File: src/knightPkg.sv
`default_nettype none

package knightPkg;

  ////////////////////
  // Data widths
  ////////////////////

  // Full command as assembled from two UART bytes
  typedef logic [15:0] cmdT;

  // One UART data byte
  typedef logic [7:0] byteT;

  // Motor speed, 0 is stopped and 15 is full speed
  typedef logic [3:0] speedT;

  // Number of squares to travel
  typedef logic [3:0] squareT;

  ////////////////////
  // Opcodes and responses
  ////////////////////

  // Opcode in bits 15 to 12 that requests a move
  localparam logic [3:0] opMove = 4'h4;

  // Byte returned when a move has finished
  localparam byteT respAck = 8'hA5;

  // Byte returned for any refused command
  localparam byteT respNack = 8'hEE;

endpackage

`default_nettype wire

File: src/uartRx.sv
`default_nettype none

module uartRx #(
  parameter int BAUD_DIV = 16
) (
  input  logic            clk,
  input  logic            rstN,
  input  logic            rx,
  output knightPkg::byteT rxData,
  output logic            rxValid
);

  import knightPkg::*;

  localparam int CW = $clog2(BAUD_DIV);
  // Half a bit from the start edge, then one full bit per sample
  localparam logic [CW-1:0] HALF_BIT = CW'(BAUD_DIV / 2 - 1);
  localparam logic [CW-1:0] FULL_BIT = CW'(BAUD_DIV - 1);

  logic [1:0]    rxSync;
  logic          busy;
  logic [3:0]    bitCnt;
  logic [CW-1:0] baudCnt;
  byteT          shiftReg;

  assign rxData = shiftReg;

  // Data bits arrive LSB first
  always_ff @(posedge clk) begin
    if (!rstN) begin
      rxSync  <= 2'b11;
      busy    <= 1'b0;
      bitCnt  <= '0;
      baudCnt <= '0;
      rxValid <= 1'b0;
    end else begin
      // Two flop synchronizer on the serial line
      rxSync  <= {rxSync[0], rx};
      rxValid <= 1'b0;
      if (!busy) begin
        // Falling edge of the start bit
        if (!rxSync[1]) begin
          busy    <= 1'b1;
          bitCnt  <= '0;
          baudCnt <= HALF_BIT;
        end
      end else if (baudCnt != '0) begin
        baudCnt <= baudCnt - 1'b1;
      end else begin
        // Mid-bit sample point
        baudCnt <= FULL_BIT;
        bitCnt  <= bitCnt + 1'b1;
        if (bitCnt == 4'd0) begin
          // Line back high at mid start bit, treat as a glitch
          if (rxSync[1]) busy <= 1'b0;
        end else if (bitCnt == 4'd9) begin
          // Stop bit must be high or the frame is thrown away
          busy    <= 1'b0;
          rxValid <= rxSync[1];
        end else begin
          shiftReg <= {rxSync[1], shiftReg[7:1]};
        end
      end
    end
  end

endmodule

`default_nettype wire

File: src/cmdQueue.sv
`default_nettype none

module cmdQueue (
  input  logic            clk,
  input  logic            rstN,
  input  knightPkg::byteT rxData,
  input  logic            rxValid,
  output knightPkg::cmdT  cmd,
  output logic            cmdValid,
  input  logic            creditReturn
);

  import knightPkg::*;

  logic       lowPhase;
  byteT       hiByte;
  cmdT        fifoMem [2];
  logic       wrPtr;
  logic       rdPtr;
  logic [1:0] count;
  logic [1:0] creditCnt;
  logic       push;

  // Second byte completes a command, dropped when both entries are taken
  assign push = rxValid && lowPhase && (count != 2'd2);

  // One command per credit held
  assign cmdValid = (count != 2'd0) && (creditCnt != 2'd0);
  assign cmd      = fifoMem[rdPtr];

  ////////////////////
  // Byte pairing and storage
  ////////////////////
  always_ff @(posedge clk) begin
    if (push) fifoMem[wrPtr] <= {hiByte, rxData};
    if (rxValid && !lowPhase) hiByte <= rxData;
  end

  always_ff @(posedge clk) begin
    if (!rstN) begin
      lowPhase  <= 1'b0;
      wrPtr     <= 1'b0;
      rdPtr     <= 1'b0;
      count     <= 2'd0;
      creditCnt <= 2'd1;
    end else begin
      // High byte first, then low byte
      if (rxValid) lowPhase <= !lowPhase;
      if (push) wrPtr <= !wrPtr;
      if (cmdValid) rdPtr <= !rdPtr;
      case ({push, cmdValid})
        2'b10:   count <= count + 1'b1;
        2'b01:   count <= count - 1'b1;
        default: count <= count;
      endcase
      // Issue spends a credit, the executor hands it back when done
      case ({creditReturn, cmdValid})
        2'b10:   creditCnt <= creditCnt + 1'b1;
        2'b01:   creditCnt <= creditCnt - 1'b1;
        default: creditCnt <= creditCnt;
      endcase
    end
  end

endmodule

`default_nettype wire

File: src/moveExec.sv
`default_nettype none

module moveExec #(
  parameter int LINES_PER_SQUARE = 2
) (
  input  logic             clk,
  input  logic             rstN,
  input  knightPkg::cmdT   cmd,
  input  logic             cmdValid,
  output logic             creditReturn,
  input  logic             cntrIrN,
  output knightPkg::speedT speed [2],
  output logic             moving,
  output knightPkg::byteT  txData,
  output logic             txStart,
  input  logic             txBusy
);

  import knightPkg::*;

  // Wide enough for 15 squares worth of line crossings
  localparam int LW = $clog2(15 * LINES_PER_SQUARE + 1);

  typedef enum logic [1:0] {
    stIdle,
    stDrive,
    stRespond,
    stRelease
  } stateT;

  stateT         state;
  logic [2:0]    irSync;
  logic          lineFall;
  squareT        squares;
  logic [LW-1:0] lineCnt;
  logic [LW-1:0] lineTarget;
  logic [LW-1:0] nextCnt;

  assign squares = cmd[3:0];
  assign nextCnt = lineCnt + 1'b1;

  // Sensor is active low so a line shows up as a falling edge
  assign lineFall = irSync[2] && !irSync[1];

  assign moving       = (state == stDrive);
  assign txStart      = (state == stRespond) && !txBusy;
  assign creditReturn = (state == stRelease);

  ////////////////////
  // Command sequencing
  ////////////////////
  always_ff @(posedge clk) begin
    if (!rstN) begin
      state   <= stIdle;
      irSync  <= 3'b111;
      lineCnt <= '0;
      speed   <= '{default: '0};
    end else begin
      irSync <= {irSync[1:0], cntrIrN};
      case (state)
        stIdle: begin
          if (cmdValid) begin
            lineCnt    <= '0;
            lineTarget <= LW'(squares * LINES_PER_SQUARE);
            if (cmd[15:12] != opMove) begin
              // Refused without any motion
              txData <= respNack;
              state  <= stRespond;
            end else if (squares == '0) begin
              // Nothing to travel
              txData <= respAck;
              state  <= stRespond;
            end else begin
              speed[0] <= cmd[11:8];
              speed[1] <= cmd[7:4];
              state    <= stDrive;
            end
          end
        end
        stDrive: begin
          if (lineFall) begin
            lineCnt <= nextCnt;
            // Last crossing stops both motors
            if (nextCnt == lineTarget) begin
              speed  <= '{default: '0};
              txData <= respAck;
              state  <= stRespond;
            end
          end
        end
        // Wait for the transmitter to take the byte
        stRespond: if (!txBusy) state <= stRelease;
        default:   state <= stIdle;
      endcase
    end
  end

endmodule

`default_nettype wire

File: src/pwmChannel.sv
`default_nettype none

module pwmChannel #(
  parameter int PWM_STEPS = 15
) (
  input  logic             clk,
  input  logic             rstN,
  input  knightPkg::speedT speed,
  output logic             pwm1,
  output logic             pwm2
);

  import knightPkg::*;

  // Period counter, PWM_STEPS must not exceed 16
  speedT stepCnt;

  always_ff @(posedge clk) begin
    if (!rstN) begin
      stepCnt <= '0;
    end else if (stepCnt == speedT'(PWM_STEPS - 1)) begin
      stepCnt <= '0;
    end else begin
      stepCnt <= stepCnt + 1'b1;
    end
  end

  // High for speed steps out of every period
  assign pwm1 = (stepCnt < speed);

  // Complement of pwm1 but held low at standstill
  assign pwm2 = (speed != '0) && !pwm1;

endmodule

`default_nettype wire

File: src/uartTx.sv
`default_nettype none

module uartTx #(
  parameter int BAUD_DIV = 16
) (
  input  logic            clk,
  input  logic            rstN,
  input  knightPkg::byteT txData,
  input  logic            txStart,
  output logic            tx,
  output logic            txBusy
);

  localparam int CW = $clog2(BAUD_DIV);
  localparam logic [CW-1:0] FULL_BIT = CW'(BAUD_DIV - 1);

  // Stop bit, data and start bit, shifted out from bit 0
  logic [9:0]    frame;
  logic [3:0]    bitCnt;
  logic [CW-1:0] baudCnt;

  // Frame is all ones while idle so the line rests high
  assign tx = frame[0];

  always_ff @(posedge clk) begin
    if (!rstN) begin
      frame   <= '1;
      txBusy  <= 1'b0;
      bitCnt  <= '0;
      baudCnt <= '0;
    end else if (!txBusy) begin
      if (txStart) begin
        frame   <= {1'b1, txData, 1'b0};
        txBusy  <= 1'b1;
        bitCnt  <= '0;
        baudCnt <= FULL_BIT;
      end
    end else if (baudCnt != '0) begin
      baudCnt <= baudCnt - 1'b1;
    end else begin
      // Bit period over, move to the next bit
      frame   <= {1'b1, frame[9:1]};
      baudCnt <= FULL_BIT;
      bitCnt  <= bitCnt + 1'b1;
      // Ten bits sent, end of stop bit
      if (bitCnt == 4'd9) txBusy <= 1'b0;
    end
  end

endmodule

`default_nettype wire

File: src/knightCmd.sv
`default_nettype none

module knightCmd #(
  parameter int BAUD_DIV         = 16,
  parameter int PWM_STEPS        = 15,
  parameter int LINES_PER_SQUARE = 2
) (
  input  logic clk,
  input  logic rstN,
  input  logic rx,
  input  logic cntrIrN,
  output logic tx,
  output logic lftPwm1,
  output logic lftPwm2,
  output logic rghtPwm1,
  output logic rghtPwm2,
  output logic moving
);

  import knightPkg::*;

  byteT       rxData;
  logic       rxValid;
  cmdT        cmd;
  logic       cmdValid;
  logic       creditReturn;
  speedT      speed [2];
  byteT       txData;
  logic       txStart;
  logic       txBusy;
  logic [1:0] pwmA;
  logic [1:0] pwmB;

  ////////////////////
  // Command path
  ////////////////////
  uartRx #(.BAUD_DIV(BAUD_DIV)) iRx (
    .clk(clk), .rstN(rstN), .rx(rx), .rxData(rxData), .rxValid(rxValid)
  );

  cmdQueue iQueue (
    .clk(clk), .rstN(rstN), .rxData(rxData), .rxValid(rxValid),
    .cmd(cmd), .cmdValid(cmdValid), .creditReturn(creditReturn)
  );

  moveExec #(.LINES_PER_SQUARE(LINES_PER_SQUARE)) iExec (
    .clk(clk), .rstN(rstN), .cmd(cmd), .cmdValid(cmdValid),
    .creditReturn(creditReturn), .cntrIrN(cntrIrN), .speed(speed),
    .moving(moving), .txData(txData), .txStart(txStart), .txBusy(txBusy)
  );

  // Channel 0 drives the left motor, channel 1 the right
  for (genvar ch = 0; ch < 2; ch++) begin : gPwm
    pwmChannel #(.PWM_STEPS(PWM_STEPS)) iPwm (
      .clk(clk), .rstN(rstN), .speed(speed[ch]), .pwm1(pwmA[ch]), .pwm2(pwmB[ch])
    );
  end

  assign lftPwm1  = pwmA[0];
  assign lftPwm2  = pwmB[0];
  assign rghtPwm1 = pwmA[1];
  assign rghtPwm2 = pwmB[1];

  // Response byte back to the remote
  uartTx #(.BAUD_DIV(BAUD_DIV)) iTx (
    .clk(clk), .rstN(rstN), .txData(txData), .txStart(txStart), .tx(tx), .txBusy(txBusy)
  );

endmodule

`default_nettype wire

File: config.mk
export PLATFORM = sky130hd
export DESIGN_NAME = knightCmd
export DESIGN_NICKNAME = d
export VERILOG_FILES = /design/src/knightPkg.sv /design/src/uartRx.sv /design/src/cmdQueue.sv /design/src/moveExec.sv /design/src/pwmChannel.sv /design/src/uartTx.sv /design/src/knightCmd.sv
export SDC_FILE = /design/constraint.sdc
export NUM_CORES = 1
export LEC_CHECK = 0
export BUFFER_PORTS_ARGS = -buffer_cell sky130_fd_sc_hd__buf_2
export CAP_MARGIN = 10
export CORE_MARGIN = 4
export CORE_UTILIZATION = 48
export CTS_BUF_LIST = sky130_fd_sc_hd__clkbuf_2 sky130_fd_sc_hd__clkbuf_4 sky130_fd_sc_hd__clkbuf_8
export CTS_CLUSTER_DIAMETER = 80
export DETAILED_ROUTE_END_ITERATION = 16
export PLACE_DENSITY = 0.71
export REMOVE_ABC_BUFFERS = 1
export SYNTH_ARGS = -nofsm -noshare
export SYNTH_HDL_FRONTEND = slang
export SYNTH_HIERARCHICAL = 1
export SYNTH_SLANG_ARGS = --single-unit
File: constraint.sdc
create_clock -name clk -period 3 [get_ports clk]
set_input_delay 0.15 -clock clk [delete_from_list [all_inputs] [get_ports clk]]
set_output_delay 0.15 -clock clk [all_outputs]
set_load 0.02 [all_outputs]
==> metrics <==
synth-to-layout area growth=11.8%; Die Ht=113 µm; Critical Path AT=2.97 ns; routed length per instance=~15 µm; final design utilization=55.9%; # setup viols final=0; I/O pins=10; Post-synth EDFFs=54; period utilisation layout=86.9%; diode count=0; pwr/cell area=611 nW/µm²; Max Fclk=0.384 GHz; initial antenna violation count=0; largest net degree at the start of global routing=33; global router's overall resource usage=~15%; # rows=37; type of the worst setup path=flop to flop; Setup WS post-layout=approximately 0.4 ns; Root Buffer=clkbuf_8; overall die width=about 110 µm; Skew-Pair Late Insertion Delay=0.42 ns; Pins Over Slew Limit=0; vias in the first global route=3305; gpl congestion=0.810; Final Hold Fails=0; Routed WL=slightly above 9000 µm; buffers added on ports=9; layout cells sized above 1=18.5%; maximum VDD drop=approximately 0.37 mV; Max H-tree Level=4; Mapped Cells=approximately 460; Worst Path Required=approximately 3.4 ns; drt drc=0; syn avg cell area=11.5 µm²; die area=approximately 13000 µm²; synth warn=6; TritonCTS clock tree=done; setup TNS=0 ns; P_leak=2.13 nW; Initial Utilization=roughly half; HP Class=primary input to flop; Synth Flop Type=dfxtp_1; dpl hpwl=6300 µm; vias=about 3400; number of distinct library cells after synthesis=67; Slew headroom=between 40% and 50%; Crit. End Element=flop; maxcap violations=0; DP Cell Count=594; sequential area share after synthesis=55.2%; routed vias/inst=5.40; RSZ-0062 raised after global routing=no; Nets=around 510; Setup WS pre-CTS=0.415 ns; DRT iter0 DRCs=approximately 210; synthesized area=5260 µm²; Seq cells post-synth=118; crit path launch type=flop; share of flip-flops with an asynchronous set or reset=0%; TritonCTS buffer count=17; TritonRoute pass-1 iters=4; DRT antenna net count=0; clk sinks=118; Final Non-Filler Cells=628; Crit Path Max Fanout=13; grt total ovfl=0; Max Root-Sink Buffers=2; first-pass GRT wire length=15500 µm; clock slew at reported path FFs=roughly 0.070 ns; min Tclk post-route=2.61 ns; core area=~11000 µm²; clk_skew=roughly 0.008 ns; status=finished clean; Worst Tran Pin Value=0.783 ns
## cell usage in the layout, fill, tap and decap left out, types with 4 or more instances in the layout
| cell | Yosys | final |
|---|---|---|
| dfxtp_1 | 64 | 64 |
| edfxtp_1 | 54 | 54 |
| inv_1 | 32 | 32 |
| a21oi_1 | 25 | 25 |
| ha_1 | 23 | 23 |
| mux2_2 | 23 | 23 |
| nor2_1 | 22 | 22 |
| nand2_1 | 19 | 19 |
| o21ai_0 | 18 | 18 |
| clkbuf_8 | 0 | 17 |
| nor3_1 | 18 | 17 |
| nand3_1 | 13 | 13 |
| nand2b_1 | 11 | 11 |
| nor2b_1 | 10 | 10 |
| buf_2 | 4 | 9 |
| a22o_1 | 8 | 8 |
| o21a_1 | 7 | 7 |
| buf_4 | 7 | 7 |
| xnor2_1 | 6 | 6 |
| clkinv_4 | 0 | 5 |
| mux2i_1 | 5 | 5 |
| o211ai_1 | 5 | 5 |
| a21boi_1 | 4 | 4 |
| or3_1 | 4 | 4 |
| conb_1 | 2 | 4 |
| a31oi_1 | 4 | 4 |
## synthesized netlist by cell type, drive strengths merged (6+ instances only)
master	number	area share (%)
a21boi	7	1.0
a21oi	25	2.4
a22o	8	1.3
buf	11	1.4
clkbuf	7	0.50
dfxtp	64	24
edfxtp	54	31
ha	23	5.5
inv	32	2.3
mux2	24	5.1
nand2	19	1.4
nand2b	11	1.3
nand3	13	1.2
nor2	23	1.7
nor2b	10	1.2
nor3	18	1.7
o21a	7	1.0
o21ai	20	1.9
xnor2	6	1.0
## flip-flops by register name (all words and copies together) (netlist names), 3 cells and up, named ones only
signal	count
iExec/lineTarget	4
iRx/rxData	8
iRx/baudCnt	4
gPwm.iPwm/stepCnt	8
iQueue/hiByte	8
iRx/bitCnt	4
iExec/lineCnt	5
iTx/bitCnt	4
iExec/speed	8
iTx/baudCnt	4
iQueue/fifoMem	32
iExec/irSync	3
iTx/frame	9
## metal layers
| layer | vias to the layer above | track usage (%) | wire (µm) |
|---|---|---|---|
| met3 | 11 | 4.80 | 242 |
| li1 | 1703 | - | - |
| met5 | - | 0 | 0 |
| met1 | 1644 | 18.9 | 4330 |
| met2 | 36 | 25.2 | 4510 |
| met4 | 0 | 6.81 | 106 |
## metrics by stage
step                      total power [mW]  area (µm²)  hold WS, ns
final                                 3.59        5880       0.0395
after global routing                  3.76        5880       0.0373
after CTS                             3.63        5880       0.0236
after detailed placement              2.14        5450        0.337
after global placement                2.12        5450        0.336
after floorplan                       2.05        5170        0.223
## cell families (layout without fill, tap and decap cells)
group,after synthesis,after routing,synth area share [%]
xor gates and xnor gates,8,8,1.33
and+or+nand+nor,132,132,14.9
DFF,118,118,55.2
muxes,29,29,6.09
adders and majority gates,23,23,5.47
other,2,4,0.143
buffers and inverters,51,83,4.26
AOI/OAI and AO/OA,95,95,12.6
## timing repair
action / CTS / global route
hold endpoints to repair: 2 / 0
setup buffers: 0 / 0
hold buffers: 2 / 0
resized for setup: 0 / 0
## worst max-delay path: stages (launching register included)
cell and delay [ns]:
dfxtp_1 0.66, mux2_2 0.42, nor4b_4 0.34, a21bo_2 0.22, nand2_1 0.06, nor3_1 0.60
a22o_1 0.25
## where the power goes
group          internal [mW]  switching [mW]  leakage (nW)
clock                  0.827           0.659         0.212
sequential              1.72          0.0561          1.00
combinational          0.149           0.182         0.915
total                   2.70           0.897          2.13
## layout make-up
cell class              instances  area [µm²]
clock buffers                  17         234
flip-flops and latches        118        2900
repair buffers                 18         118
clock inverters                15         179
inverters                      33         125
multi-input cells             291        2150
well taps                     136         170
fillers                       855        4630
## worst paths after layout
kind	start	end	slack [ns]	depth (start not counted)
worst max register to register	flop	iExec/speed[4]	0.39	6
worst max-delay path	flop	iExec/speed[4]	0.39	6
worst min register to register	iExec/irSync[0]	iExec/irSync[1]	0.41	1
worst min-delay path	rstN	iRx/rxSync[1]	0.04	2
No activity file was read; power rests on OpenSTA's default activity.
